File: src/source/motion_pkg.sv
package motion_pkg;

  // Move fields as carried by the host words
  typedef logic [63:0]        duration_t;
  typedef logic signed [63:0] rate_t;
  typedef logic signed [63:0] accum_t;

  // Encoder position, x4 counts
  typedef logic signed [63:0] count_t;

  // CLK cycles per DDA tick
  typedef logic [7:0] divisor_t;
  localparam divisor_t DIVISOR_RESET = 8'd40;

  // Microstep mode
  typedef logic ustep_t;
  localparam ustep_t USTEP_FULL = 1'b0;
  localparam ustep_t USTEP_HALF = 1'b1;

  // Move queue, depth must be a power of two
  localparam int MOVE_DEPTH = 4;
  localparam int QPTR_W     = $clog2(MOVE_DEPTH);
  typedef logic [QPTR_W-1:0] qptr_t;
  typedef logic [2:0]        credit_t;

  // Taken off the accumulator on every step
  localparam accum_t STEP_THRESHOLD = 64'sh7fffffffffffff9b;

  // Half-step table, bits are {a1, a2, b1, b2}
  typedef logic [2:0] phase_idx_t;
  typedef logic [3:0] phase_bits_t;
  localparam phase_bits_t [0:7] PHASE_TABLE = '{
    4'b1000, 4'b1010, 4'b0010, 4'b0110,
    4'b0100, 4'b0101, 4'b0001, 4'b1001
  };

endpackage

File: src/source/host_pkg.sv
package host_pkg;

  // One full SPI frame, MSB first
  typedef logic [63:0] word_t;

  // Command byte, top byte of a header word
  typedef logic [7:0] opcode_t;

  // Header opcodes
  localparam opcode_t CMD_MOTOR_ENABLE     = 8'h01;
  localparam opcode_t CMD_CLK_DIVISOR      = 8'h02;
  localparam opcode_t CMD_MICROSTEPS       = 8'h03;
  localparam opcode_t CMD_API_VERSION      = 8'h04;
  localparam opcode_t CMD_COORDINATED_STEP = 8'h05;

  // Reported API version
  localparam logic [7:0] VERSION_MAJOR = 8'd0;
  localparam logic [7:0] VERSION_MINOR = 8'd2;
  localparam logic [7:0] VERSION_PATCH = 8'd1;

  // Status reply layout, everything else reads zero
  localparam int REPLY_PATCH_LSB  = 0;
  localparam int REPLY_MINOR_LSB  = 8;
  localparam int REPLY_MAJOR_LSB  = 16;
  localparam int REPLY_CREDIT_LSB = 24;
  localparam int REPLY_FAULT_BIT  = 32;

  // Word decoder: expecting a header or trailing data words
  typedef enum logic {
    HEADER,
    DATA
  } decoder_state_t;

endpackage
File: src/source/motion_top.sv
module motion_top import host_pkg::*, motion_pkg::*; (
  input  logic CLK,
  input  logic arst_n,
  input  logic sck,
  input  logic cs_n,
  input  logic copi,
  input  logic enc_a,
  input  logic enc_b,
  output logic cipo,
  output logic led,
  output logic phase_a1,
  output logic phase_a2,
  output logic phase_b1,
  output logic phase_b2,
  output logic moving
);

  // Host side
  word_t     rx_word;
  word_t     reply_word;
  logic      word_valid;
  count_t    encoder_count;
  logic      encoder_fault;

  // Config and moves from the decoder
  logic      motor_enable;
  divisor_t  clk_divisor;
  ustep_t    microstep;
  logic      move_push;
  logic      move_dir;
  duration_t move_duration;
  rate_t     move_increment;
  rate_t     move_inc_inc;
  logic      credit_return;

  // Queue head and stepper
  logic      move_valid;
  logic      move_pop;
  logic      head_dir;
  duration_t head_duration;
  rate_t     head_increment;
  rate_t     head_inc_inc;
  logic      step;
  logic      dir;

  spi_word_port spi_word_port_i (
    .CLK, .arst_n, .sck, .cs_n, .copi, .cipo, .reply_word, .rx_word, .word_valid
  );

  command_decoder command_decoder_i (
    .CLK, .arst_n, .rx_word, .word_valid, .encoder_count, .encoder_fault,
    .credit_return, .reply_word, .led, .motor_enable, .clk_divisor, .microstep,
    .move_push, .move_dir, .move_duration, .move_increment, .move_inc_inc
  );

  move_queue move_queue_i (
    .CLK, .arst_n, .move_push, .move_dir, .move_duration, .move_increment,
    .move_inc_inc, .move_pop, .move_valid, .head_dir, .head_duration,
    .head_increment, .head_inc_inc, .credit_return
  );

  dda_stepper dda_stepper_i (
    .CLK, .arst_n, .move_valid, .head_dir, .head_duration, .head_increment,
    .head_inc_inc, .clk_divisor, .move_pop, .step, .dir, .moving
  );

  hbridge_sequencer hbridge_sequencer_i (
    .CLK, .arst_n, .step, .dir, .microstep, .motor_enable,
    .phase_a1, .phase_a2, .phase_b1, .phase_b2
  );

  quad_decoder quad_decoder_i (
    .CLK, .arst_n, .enc_a, .enc_b, .count(encoder_count), .fault(encoder_fault)
  );

endmodule

File: src/source/quad_decoder.sv
module quad_decoder import motion_pkg::*; (
  input  logic   CLK,
  input  logic   arst_n,
  input  logic   enc_a,
  input  logic   enc_b,
  output count_t count,
  output logic   fault
);

  logic [1:0] a_q;
  logic [1:0] b_q;
  logic [1:0] prev_ab;
  logic [1:0] cur_ab;

  // Synchronized state as {a, b}
  assign cur_ab = {a_q[1], b_q[1]};

  always_ff @(posedge CLK or negedge arst_n) begin
    if (!arst_n) begin
      a_q     <= '0;
      b_q     <= '0;
      prev_ab <= '0;
      count   <= '0;
      fault   <= 1'b0;
    end else begin
      a_q     <= {a_q[0], enc_a};
      b_q     <= {b_q[0], enc_b};
      prev_ab <= cur_ab;
      case ({prev_ab, cur_ab})
        // Forward 00 -> 01 -> 11 -> 10
        4'b00_01, 4'b01_11, 4'b11_10, 4'b10_00: count <= count + 64'sd1;
        // Reverse
        4'b00_10, 4'b10_11, 4'b11_01, 4'b01_00: count <= count - 64'sd1;
        // Both lines moved, position lost
        4'b00_11, 4'b11_00, 4'b01_10, 4'b10_01: fault <= 1'b1;
        default: ;
      endcase
    end
  end

endmodule

File: src/source/hbridge_sequencer.sv
module hbridge_sequencer import motion_pkg::*; (
  input  logic   CLK,
  input  logic   arst_n,
  input  logic   step,
  input  logic   dir,
  input  ustep_t microstep,
  input  logic   motor_enable,
  output logic   phase_a1,
  output logic   phase_a2,
  output logic   phase_b1,
  output logic   phase_b2
);

  phase_idx_t  pos;
  phase_idx_t  stride;
  phase_bits_t drive;

  // Full step skips the two-coil entries
  assign stride = (microstep == USTEP_HALF) ? 3'd1 : 3'd2;

  // Position tracks steps even with the bridge off
  always_ff @(posedge CLK or negedge arst_n) begin
    if (!arst_n) begin
      pos <= '0;
    end else if (step) begin
      if (dir) begin
        pos <= pos + stride;
      end else begin
        pos <= pos - stride;
      end
    end
  end

  // Bridge released when disabled
  assign drive = motor_enable ? PHASE_TABLE[pos] : '0;

  assign {phase_a1, phase_a2, phase_b1, phase_b2} = drive;

endmodule

File: src/source/dda_stepper.sv
module dda_stepper import motion_pkg::*; (
  input  logic      CLK,
  input  logic      arst_n,
  input  logic      move_valid,
  input  logic      head_dir,
  input  duration_t head_duration,
  input  rate_t     head_increment,
  input  rate_t     head_inc_inc,
  input  divisor_t  clk_divisor,
  output logic      move_pop,
  output logic      step,
  output logic      dir,
  output logic      moving
);

  divisor_t  div_cnt;
  logic      tick;
  logic      first_tick;
  duration_t ticks_left;
  rate_t     inc;
  rate_t     inc_inc;
  rate_t     rate;
  rate_t     rate_next;
  accum_t    accum;
  accum_t    accum_sum;

  // Take the head only between moves
  assign move_pop = !moving && move_valid;

  // One DDA tick every clk_divisor cycles
  assign tick = moving && (div_cnt == clk_divisor - 8'd1);

  // Rate ramps linearly after the first tick
  assign rate_next = first_tick ? inc : rate + inc_inc;
  assign accum_sum = accum + rate_next;

  always_ff @(posedge CLK or negedge arst_n) begin
    if (!arst_n) begin
      moving     <= 1'b0;
      step       <= 1'b0;
      dir        <= 1'b0;
      div_cnt    <= '0;
      first_tick <= 1'b0;
      accum      <= '0;
    end else begin
      step <= 1'b0;
      if (move_pop) begin
        moving     <= 1'b1;
        dir        <= head_dir;
        div_cnt    <= '0;
        first_tick <= 1'b1;
      end else if (tick) begin
        div_cnt    <= '0;
        first_tick <= 1'b0;
        // Positive accumulator means one step is due
        if (accum_sum > 0) begin
          step  <= 1'b1;
          accum <= accum_sum - STEP_THRESHOLD;
        end else begin
          accum <= accum_sum;
        end
        // tick at zero count is the last one
        if (ticks_left == '0) begin
          moving <= 1'b0;
        end
      end else if (moving) begin
        div_cnt <= div_cnt + 8'd1;
      end
    end
  end

  // Move parameters and running rate
  always_ff @(posedge CLK) begin
    if (move_pop) begin
      ticks_left <= head_duration;
      inc        <= head_increment;
      inc_inc    <= head_inc_inc;
    end else if (tick) begin
      ticks_left <= ticks_left - 64'd1;
      rate       <= rate_next;
    end
  end

endmodule

File: src/source/move_queue.sv
module move_queue import motion_pkg::*; (
  input  logic      CLK,
  input  logic      arst_n,
  input  logic      move_push,
  input  logic      move_dir,
  input  duration_t move_duration,
  input  rate_t     move_increment,
  input  rate_t     move_inc_inc,
  input  logic      move_pop,
  output logic      move_valid,
  output logic      head_dir,
  output duration_t head_duration,
  output rate_t     head_increment,
  output rate_t     head_inc_inc,
  output logic      credit_return
);

  // One slot per credit
  logic      dir_mem     [MOVE_DEPTH];
  duration_t dur_mem     [MOVE_DEPTH];
  rate_t     inc_mem     [MOVE_DEPTH];
  rate_t     inc_inc_mem [MOVE_DEPTH];
  qptr_t     wr_ptr;
  qptr_t     rd_ptr;
  credit_t   fill;
  logic      do_pop;

  assign move_valid = (fill != '0);
  assign do_pop     = move_pop && move_valid;

  always_ff @(posedge CLK) begin
    if (move_push) begin
      dir_mem[wr_ptr]     <= move_dir;
      dur_mem[wr_ptr]     <= move_duration;
      inc_mem[wr_ptr]     <= move_increment;
      inc_inc_mem[wr_ptr] <= move_inc_inc;
    end
  end

  // Pointers wrap on their own width
  always_ff @(posedge CLK or negedge arst_n) begin
    if (!arst_n) begin
      wr_ptr        <= '0;
      rd_ptr        <= '0;
      fill          <= '0;
      credit_return <= 1'b0;
    end else begin
      wr_ptr        <= wr_ptr + qptr_t'(move_push);
      rd_ptr        <= rd_ptr + qptr_t'(do_pop);
      fill          <= fill + credit_t'(move_push) - credit_t'(do_pop);
      // Freed slot goes back to the decoder
      credit_return <= do_pop;
    end
  end

  // Head stays put until popped
  assign head_dir       = dir_mem[rd_ptr];
  assign head_duration  = dur_mem[rd_ptr];
  assign head_increment = inc_mem[rd_ptr];
  assign head_inc_inc   = inc_inc_mem[rd_ptr];

endmodule

File: src/source/command_decoder.sv
module command_decoder import host_pkg::*, motion_pkg::*; (
  input  logic      CLK,
  input  logic      arst_n,
  input  word_t     rx_word,
  input  logic      word_valid,
  input  count_t    encoder_count,
  input  logic      encoder_fault,
  input  logic      credit_return,
  output word_t     reply_word,
  output logic      led,
  output logic      motor_enable,
  output divisor_t  clk_divisor,
  output ustep_t    microstep,
  output logic      move_push,
  output logic      move_dir,
  output duration_t move_duration,
  output rate_t     move_increment,
  output rate_t     move_inc_inc
);

  decoder_state_t state;
  opcode_t        opcode;
  opcode_t        rx_opcode;
  logic [1:0]     data_cnt;
  logic           move_word;
  logic           credit_take;
  credit_t        credits;
  logic           status_sel;
  word_t          status_word;

  assign rx_opcode = rx_word[63:56];

  // Data word belonging to a coordinated move
  assign move_word = word_valid && (state == DATA) && (opcode == CMD_COORDINATED_STEP);

  // Third data word finishes the move, pushed only with a credit in hand
  assign credit_take = move_word && (data_cnt == 2'd2) && (credits != '0);

  always_ff @(posedge CLK or negedge arst_n) begin
    if (!arst_n) begin
      state        <= HEADER;
      opcode       <= '0;
      data_cnt     <= '0;
      led          <= 1'b0;
      motor_enable <= 1'b0;
      clk_divisor  <= DIVISOR_RESET;
      microstep    <= USTEP_FULL;
      status_sel   <= 1'b0;
      move_push    <= 1'b0;
    end else begin
      move_push <= credit_take;
      if (word_valid) begin
        // Heartbeat on every word
        led        <= ~led;
        status_sel <= 1'b0;
        if (state == HEADER) begin
          opcode   <= rx_opcode;
          data_cnt <= '0;
          // Config commands act on the header itself
          case (rx_opcode)
            CMD_MOTOR_ENABLE: motor_enable <= rx_word[0];
            CMD_CLK_DIVISOR:  clk_divisor <= rx_word[7:0];
            CMD_MICROSTEPS:   microstep <= rx_word[0];
            CMD_API_VERSION: begin
              // Status goes out in the next frame
              status_sel <= 1'b1;
              state      <= DATA;
            end
            CMD_COORDINATED_STEP: state <= DATA;
            default: ;
          endcase
        end else begin
          data_cnt <= data_cnt + 2'd1;
          // Version query has a single dummy word
          if (opcode != CMD_COORDINATED_STEP || data_cnt == 2'd2) begin
            state <= HEADER;
          end
        end
      end
    end
  end

  // Move fields, direction rides in the header LSB
  always_ff @(posedge CLK) begin
    if (word_valid && state == HEADER && rx_opcode == CMD_COORDINATED_STEP) begin
      move_dir <= rx_word[0];
    end
    if (move_word) begin
      case (data_cnt)
        2'd0:    move_duration <= duration_t'(rx_word);
        2'd1:    move_increment <= rate_t'(rx_word);
        2'd2:    move_inc_inc <= rate_t'(rx_word);
        default: ;
      endcase
    end
  end

  // One credit per queue slot, back when the stepper pops
  always_ff @(posedge CLK or negedge arst_n) begin
    if (!arst_n) begin
      credits <= credit_t'(MOVE_DEPTH);
    end else begin
      credits <= credits + credit_t'(credit_return) - credit_t'(credit_take);
    end
  end

  // Status reply with live credit and fault
  always_comb begin
    status_word = '0;
    status_word[REPLY_PATCH_LSB +: 8]  = VERSION_PATCH;
    status_word[REPLY_MINOR_LSB +: 8]  = VERSION_MINOR;
    status_word[REPLY_MAJOR_LSB +: 8]  = VERSION_MAJOR;
    status_word[REPLY_CREDIT_LSB +: 8] = 8'(credits);
    status_word[REPLY_FAULT_BIT]       = encoder_fault;
  end

  // Encoder position unless a version query is pending
  assign reply_word = status_sel ? status_word : word_t'(encoder_count);

endmodule

File: src/source/spi_word_port.sv
module spi_word_port import host_pkg::*; (
  input  logic  CLK,
  input  logic  arst_n,
  input  logic  sck,
  input  logic  cs_n,
  input  logic  copi,
  output logic  cipo,
  input  word_t reply_word,
  output word_t rx_word,
  output logic  word_valid
);

  // Two sync stages, third stage only for edge detect
  logic [2:0] sck_q;
  logic [2:0] cs_q;
  logic [1:0] copi_q;
  logic       sck_rise;
  logic       sck_fall;
  logic       cs_fall;
  logic       cs_idle;
  logic [5:0] bit_cnt;
  word_t      rx_shift;
  word_t      tx_shift;

  always_ff @(posedge CLK or negedge arst_n) begin
    if (!arst_n) begin
      sck_q  <= '0;
      cs_q   <= '1;
      copi_q <= '0;
    end else begin
      sck_q  <= {sck_q[1:0], sck};
      cs_q   <= {cs_q[1:0], cs_n};
      copi_q <= {copi_q[0], copi};
    end
  end

  // Edges seen on the synchronized copies
  assign sck_rise = sck_q[1] & ~sck_q[2];
  assign sck_fall = ~sck_q[1] & sck_q[2];
  assign cs_fall  = ~cs_q[1] & cs_q[2];
  assign cs_idle  = cs_q[1];

  // Bit count, cleared whenever the host deselects
  always_ff @(posedge CLK or negedge arst_n) begin
    if (!arst_n) begin
      bit_cnt    <= '0;
      word_valid <= 1'b0;
    end else begin
      word_valid <= 1'b0;
      if (cs_idle) begin
        bit_cnt <= '0;
      end else if (sck_rise) begin
        bit_cnt <= bit_cnt + 6'd1;
        // 64th rise completes the word
        if (bit_cnt == 6'd63) begin
          word_valid <= 1'b1;
        end
      end
    end
  end

  // Mode 0: sample on rise, shift out on fall
  always_ff @(posedge CLK) begin
    if (!cs_idle && sck_rise) begin
      rx_shift <= {rx_shift[62:0], copi_q[1]};
    end
    if (cs_fall) begin
      tx_shift <= reply_word;
    end else if (!cs_idle && sck_fall) begin
      tx_shift <= {tx_shift[62:0], 1'b0};
    end
  end

  // Whole word sits in the shifter while word_valid is high
  assign rx_word = rx_shift;
  assign cipo    = tx_shift[63];

endmodule

File: config.mk
export PLATFORM = sky130hd
export DESIGN_NAME = motion_top
export DESIGN_NICKNAME = d
export VERILOG_FILES = /design/src/source/motion_pkg.sv /design/src/source/host_pkg.sv /design/src/source/motion_top.sv /design/src/source/quad_decoder.sv /design/src/source/hbridge_sequencer.sv /design/src/source/dda_stepper.sv /design/src/source/move_queue.sv /design/src/source/command_decoder.sv /design/src/source/spi_word_port.sv
export SDC_FILE = /design/constraint.sdc
export NUM_CORES = 2
export LEC_CHECK = 0
export BUFFER_PORTS_ARGS = -buffer_cell sky130_fd_sc_hd__buf_2
export CORE_ASPECT_RATIO = 0.9
export CORE_MARGIN = 2
export CORE_UTILIZATION = 55
export CTS_BUF_LIST = sky130_fd_sc_hd__clkbuf_8
export DETAILED_ROUTE_END_ITERATION = 10
export PLACE_DENSITY = 0.7
export SETUP_SLACK_MARGIN = 0.5
export SYNTH_ARGS = -nofsm -noshare
export SYNTH_HDL_FRONTEND = slang
export SYNTH_SLANG_ARGS = --single-unit
File: constraint.sdc
create_clock -name CLK -period 20.8 [get_ports CLK]
set_input_delay 3.12 -clock CLK [delete_from_list [all_inputs] [get_ports CLK]]
set_output_delay 3.12 -clock CLK [all_outputs]
set_load 0.05 [all_outputs]
# [After elaboration in Yosys (flattened, before gate mapping)]
# Memories as Yosys holds them, arrays and structs flattened. A register that Yosys moved wholly into a read port is not among the register bits.
# Cells that the tools add are included.
[totals] mem_count=5 register_bits=648 ram_bits=772 rom_bits=32 wordCells=171
[mem_list] name="move_queue_i.dur_mem" words=4 width=64 read_ports=1 rd_clocked_by_memory_dff=0 write_ports=1 line_no="move_queue.sv:20" rtl="duration_t dur_mem [MOVE_DEPTH];"
[mem_list] name="move_queue_i.inc_inc_mem" words=4 width=64 read_ports=1 rd_clocked_by_memory_dff=1 write_ports=1 line_no="move_queue.sv:22" rtl="rate_t inc_inc_mem [MOVE_DEPTH];"
[mem_list] name="move_queue_i.inc_mem" words=4 width=64 read_ports=1 rd_clocked_by_memory_dff=1 write_ports=1 line_no="move_queue.sv:21" rtl="rate_t inc_mem [MOVE_DEPTH];"
[mem_list] name="(no name shown)" words=8 width=4 read_ports=1 rd_clocked_by_memory_dff=0 write_ports=0 line_no="hbridge_sequencer.sv:35" rtl="assign drive = motor_enable ? PHASE_TABLE[pos] : '0;"
[mem_list] name="move_queue_i.dir_mem" words=4 width=1 read_ports=1 rd_clocked_by_memory_dff=1 write_ports=1 line_no="move_queue.sv:19" rtl="logic dir_mem [MOVE_DEPTH];"
[op_classes] n_reduce_logical=38 eq_ne=23 mux=37 magnitude_cmp=2 bitwise_logic=10 addsub=18
[ops] cell="two-way mux 64 bit" count=7
[ops] cell="adder 64 bit" count=2
[ops] cell="one-hot mux 64 bit (2 select lines)" count=1
[ops] cell="adder 64 x 2 -> 64 bit (second input constant)" count=1
[ops] cell="> comparator 64 x 1 -> 1 bit (second input constant)" count=1
[ops] cell="zero test 64 bit" count=1
[ops] cell="subtractor 64 x 1 -> 64 bit (second input constant)" count=1
[ops] cell="subtractor 64 x 2 -> 64 bit (second input constant)" count=1
[ops] cell="subtractor 64 bit (second input constant)" count=1
[ops] cell="equality test 4 bit (second input constant)" count=6
[ops] cell="equality test 8 x 3 -> 1 bit (second input constant)" count=3
[ops] cell="two-way mux 8 bit" count=3
[ops] cell="two-way mux 1 bit" count=18
[ops] cell="equality test 8 x 2 -> 1 bit (second input constant)" count=2
[ops] cell="equality test 4 x 3 -> 1 bit (second input constant)" count=3
[ops] cell="two-way mux 4 bit" count=3
[ops] cell="two-way mux 6 bit" count=2
[ops] cell="AND reduction 2 bit" count=6
[ops] cell="OR reduction 4 bit" count=3
[ops] cell="logical AND 1 bit" count=11
[ops] cell="nonzero test 2 bit" count=5
[ops] cell="AND reduction 3 bit" count=3
[ops] cell="nonzero test 3 bit" count=3
[ops] cell="adder 8 x 1 -> 8 bit (second input constant)" count=1
[ops] cell="26 further kinds" count=40

# [Depth between registers and ports, before layout]
[depth] depth_word=7 mapped_depth=31 mapped_depth_nobuf=29

# [By module]
# A second synthesis with hierarchy kept.
[hier_totals] hier_cells=4936 area_unflattened_um2=70605.2
[by_module_without_submodules] module="move_queue" n_inst=1 area_each_um2=28342.2 cells_each=1035
[by_module_without_submodules] module="dda_stepper" n_inst=1 area_each_um2=22860.7 cells_each=2464
[by_module_without_submodules] module="command_decoder" n_inst=1 area_each_um2=7489.7 cells_each=352
[by_module_without_submodules] module="quad_decoder" n_inst=1 area_each_um2=6515.0 cells_each=815
[by_module_without_submodules] module="spi_word_port" n_inst=1 area_each_um2=5183.7 cells_each=246
[by_module_without_submodules] module="hbridge_sequencer" n_inst=1 area_each_um2=214.0 cells_each=24

# [Worst setup path before layout]
# OpenSTA, ideal clock, no wires.
[synth_timing] path_kind="register to register" startpoint="register command_decoder_i.move_push" endpoint="memory move_queue_i.dir_mem[0], enable pin" slack_ns=5.392 t_arrival_ns=14.386 path_stages_with_launch=2 period_less_slack_ns=15.408 path_cell_list="dfrtp_1 nor3b_1"
[synth_between] elab_chain_len=2
[synth_rtl] element="from (decl)" line_no="command_decoder.sv:14" rtl="output logic move_push,"
[synth_rtl] element="from (signal assigned)" line_no="command_decoder.sv:51" rtl="move_push <= credit_take;"
[synth_rtl] element="two-way mux 1 bit" line_no="move_queue.sv:32" rtl="if (move_push) begin"
[synth_rtl] element="two-way mux 1 bit (not written as such)" line_no="move_queue.sv:33" rtl="dir_mem[wr_ptr] <= move_dir;"
[synth_rtl] element="to (decl)" line_no="move_queue.sv:19"
# Every way passes these cells.

# [Worst setup path after layout]
[layout_timing] startpoint="register dda_stepper_i.rate[1]" endpoint="register dda_stepper_i.accum[55]"
[layout_between] elab_chain_len=5
[layout_rtl] element="from (decl)" line_no="dda_stepper.sv:22" rtl="rate_t rate;"
[layout_rtl] element="from (signal assigned)" line_no="dda_stepper.sv:80" rtl="rate <= rate_next;"
[layout_rtl] element="adder 64 bit (*)" line_no="dda_stepper.sv:34" rtl="assign rate_next = first_tick ? inc : rate + inc_inc;"
[layout_rtl] element="two-way mux 64 bit (*)" line_no="dda_stepper.sv:34"
[layout_rtl] element="via dda_stepper_i.rate_next[33]" line_no="dda_stepper.sv:23" rtl="rate_t rate_next;"
[layout_rtl] element="adder 64 bit (*)" line_no="dda_stepper.sv:35" rtl="assign accum_sum = accum + rate_next;"
[layout_rtl] element="subtractor 64 bit or > comparator 64 x 1 -> 1 bit (tied branches)" line_no="dda_stepper.sv:58, dda_stepper.sv:56"
[layout_rtl] element="two-way mux 64 bit (*)" line_no="dda_stepper.sv:56" rtl="if (accum_sum > 0) begin"
[layout_rtl] element="to (signal assigned)" line_no="dda_stepper.sv:58" rtl="accum <= accum_sum - STEP_THRESHOLD;"
[layout_rtl] element="to (signal assigned)" line_no="dda_stepper.sv:60" rtl="accum <= accum_sum;"
[layout_rtl] element="to (decl)" line_no="dda_stepper.sv:24" rtl="accum_t accum;"
# Mark *: on every way through the listed nets, which the timed path passes. The rest lies on a longest branch.
# A chain may end at the register's enable or synchronous reset.

==> metrics <==
RSZ-0062 raised after global routing=false; Synth-to-Final Area Change=9.49%; Reg clk slew, reported paths=0.07 ns; DIE HEIGHT=341 µm; Syn Nets=5161; design area=around 76000 µm²; FF-to-FF End=dda_stepper_i.accum[55]; vias in the first global route=40203; Clock Latency Late Sink=between 0.9 and 1 ns; Seq/Total Area, Yosys=approximately two thirds; Slew headroom=21.6%; Logic pwr share=10.3%; Cell Area, Synth=69500 µm²; Final #Nets=5238; clk_skew=around 0.07 ns; Hold Path Cell Cnt=0; DP HPWL=97.7 mm; power per cell area=87.3 nW/µm²; startpoint types=flip-flop; fillers=between 9000 and 10000; reg-to-reg slack, setup=between 10 and 15 ns; largest net degree at the start of global routing=138; clock sinks=1549; routed via count=41017; Largest regs=move_queue_i.dur_mem x256, move_queue_i.inc_inc_mem x256, move_queue_i.inc_mem x256; WL/cell=22.0 µm; CTS tree=built; CP max FO=10; reg2reg path depth=24; global-route wire length before repair=235 mm; I/O Pins=14; Hold EP=quad_decoder_i.b_q[1]; GR Util All Layers=23.7%; drt drc=0; Final period util=43.5%; Final setup viols=0; PostCTS Resize Cnt=0; pre-CTS setup slack=11.90 ns; setup total negative slack=0 ns; fin cells=6916; final hold viol count=0; initial drt markers=3980; Sw Ratio=approximately 25%; Mapped Avg Cell Area=roughly 14 µm²; Slew Limit Fails=0; Routability Congestion=~0.93; proportion of layout cells with a drive suffix above 1=12.9%; Die ar.=129000 µm²; outcome=finished clean; Die X=379 µm; endpoint type of the worst setup path=flip-flop; FF-to-FF Start=dda_stepper_i.rate[1]; clock network power share=37.1%; Worst EP required=21.66 ns; Static Leakage=26.1 nW; worst vdd ir=just under 0.00008 V; post-synthesis cell count=4944; Post-synth ARST share=12.9%; clk buf depth=3; clk root buf=clkbuf_8; Post-DP Area=71300 µm²; critical path startpoint=dda_stepper_i.rate[1]; hold_ws=0.346 ns; core area=125000 µm²; warning count from the yosys run=0; Via density=5.93; setup bufs post-CTS=0; initial cell density of the core=55.5%; CTS Buf Count=232; grt ovf=0; Fmax achieved=roughly 0.11 GHz; Setup WS post-layout=11.76 ns; number of enable flip-flop cells after synthesis=1349; final wirelength=152 mm; Synth Register Bits=1549; critical path class=flip-flop to flip-flop; Slew @ Worst Pin=1.16 ns; Worst Hold Class=flip-flop to flip-flop; Post-DRT Antenna Nets=0; Hold Crit Start=quad_decoder_i.b_q[0]; Rows=123; Min Clock Period, post-route=9.04 ns; router iterations before antenna repair=5; internal power=between 4 and 5 mW; Flop pwr share=52.6%; crit path DAT=9.90 ns; Max Cap Violations=0; post-synthesis cell type count=97; port bufs=13; initial antenna violation count=5; hold_buf cts=0; P_sw=1.67 mW; placed cells=6474; Top FF cell, synth=edfxtp_1; H-tree depth=4
-- final cells by class --
type	instances	area [µm²]	share of cell area, %
diodes	5	12.5	0.0165
clock buffers	245	3370	4.43
clock inverters	192	1360	1.79
inverters	80	300	0.395
multi-input cells	3102	22900	30.2
flip-flops and latches	1549	45500	59.9
well taps	1687	2110	2.78
repair buffers	56	435	0.573
-- worst max-delay path: stages, from the launching register on --
cell and delay, ns:
edfxtp_1 0.43, ha_1 0.30, a21o_1 0.11, a21oi_1 0.11
o41a_1 0.49, o211a_1 0.28, o21ai_0 0.49, a31o_2 0.30
nand3_1 0.13, nand2_1 0.18, xnor2_1 0.08, o21ai_0 0.85
ha_1 0.43, nand4_1 0.20, nor3_1 0.42, nand3_1 0.22
a311oi_1 0.67, nor3_1 0.16, o311ai_0 0.99, nor3b_2 0.37
nand4_1 0.23, or3_1 0.64, or2_0 0.32, or4_1 0.41
nand3_1 0.10
-- cells by family after synthesis --
family	Yosys count	share of synthesized area [%]
compound gates	1033	9.12
xor+xnor	318	4.01
fa+ha+maj	210	3.85
buf+inv	293	1.62
flops	1549	65.5
mux	237	6.95
simple gates	1304	8.92
-- stage by stage --
step | util [%] | power, mW
detailed placement | 57.0 | 4.23
CTS | 60.8 | 6.70
finish | 60.8 | 6.64
floorplan | - | 4.08
global route | 60.8 | 6.94
global placement | 57.0 | 4.22
-- power by group through the flow --
stage / Clock, mW / Sequential (mW) / Combinational (mW)
global placement: 0 / 3.55 / 0.666
CTS: 2.53 / 3.49 / 0.683
global route: 2.66 / 3.50 / 0.779
detailed placement: 0 / 3.55 / 0.678
finish: 2.47 / 3.49 / 0.684
floorplan: 0 / 3.54 / 0.550
-- synthesized netlist by cell type (all sizes together), types with 13 or more instances --
master     n  share of area (%)
a211oi    17               0.19
a21o     131                1.4
a21oi    254                1.8
a31oi     21               0.19
and2      39               0.35
and3      45               0.41
buf       45               0.28
clkbuf   168               0.91
dfrtp    194                7.0
edfxtp  1349                 58
ha       204                3.7
inv       80               0.43
mux2      31               0.50
mux2i     13               0.19
mux4     193                6.3
nand2    553                3.0
nand2b    29               0.26
nand3     78               0.56
nand4     62               0.56
nor2     235                1.3
nor2b     26               0.23
nor3      84               0.62
nor4      41               0.44
o211ai    20               0.22
o21a      26               0.28
o21ai    393                2.8
o21bai    33               0.36
o31ai     14               0.15
or2       18               0.16
or3       34               0.31
or4       13               0.14
xnor2    189                2.4
xor2     129                1.6
-- how the worst max path moves through the flow --
stage                         endpoint  slack, ns  cells past startpoint
5_1_grt        dda_stepper_i.accum[55]      11.14                     27
6_report       dda_stepper_i.accum[55]      11.76                     24
4_1_cts        dda_stepper_i.accum[55]      11.79                     27
3_3_place_gp   dda_stepper_i.accum[55]      11.90                     27
3_5_place_dp   dda_stepper_i.accum[55]      11.90                     27
2_1_floorplan  move_queue_i.dir_mem[0]       5.39                      1
-- cells in the final DEF, fill, tap and decap left out, types with 21 or more instances in the layout --
master / instances
clkinv_1: 54
nand3_1: 78
nor4_1: 34
mux4_2: 193
xor2_1: 127
ha_1: 204
and2_1: 34
edfxtp_1: 1349
dfrtp_1: 191
nand2_1: 553
and3_1: 43
o21ai_0: 378
a31oi_1: 21
xnor2_1: 188
o21a_1: 26
a21o_1: 131
clkbuf_8: 245
or3_1: 34
nand2b_1: 28
buf_4: 40
clkinv_2: 39
nor3_1: 82
nand4_1: 62
a21oi_1: 254
nor2b_1: 26
nor2_1: 231
mux2_2: 31
o21bai_1: 33
inv_1: 149
-- metal layers --
layer / vias to the layer above / routed length, µm / track usage [%]
li1: 19074 / - / -
met1: 20371 / 70300 / 36.4
met2: 1387 / 68200 / 35.3
met3: 183 / 11100 / 4.10
met4: 2 / 2580 / 6.39
met5: - / 13 / 0
No activity file was read; power rests on OpenSTA's default activity.
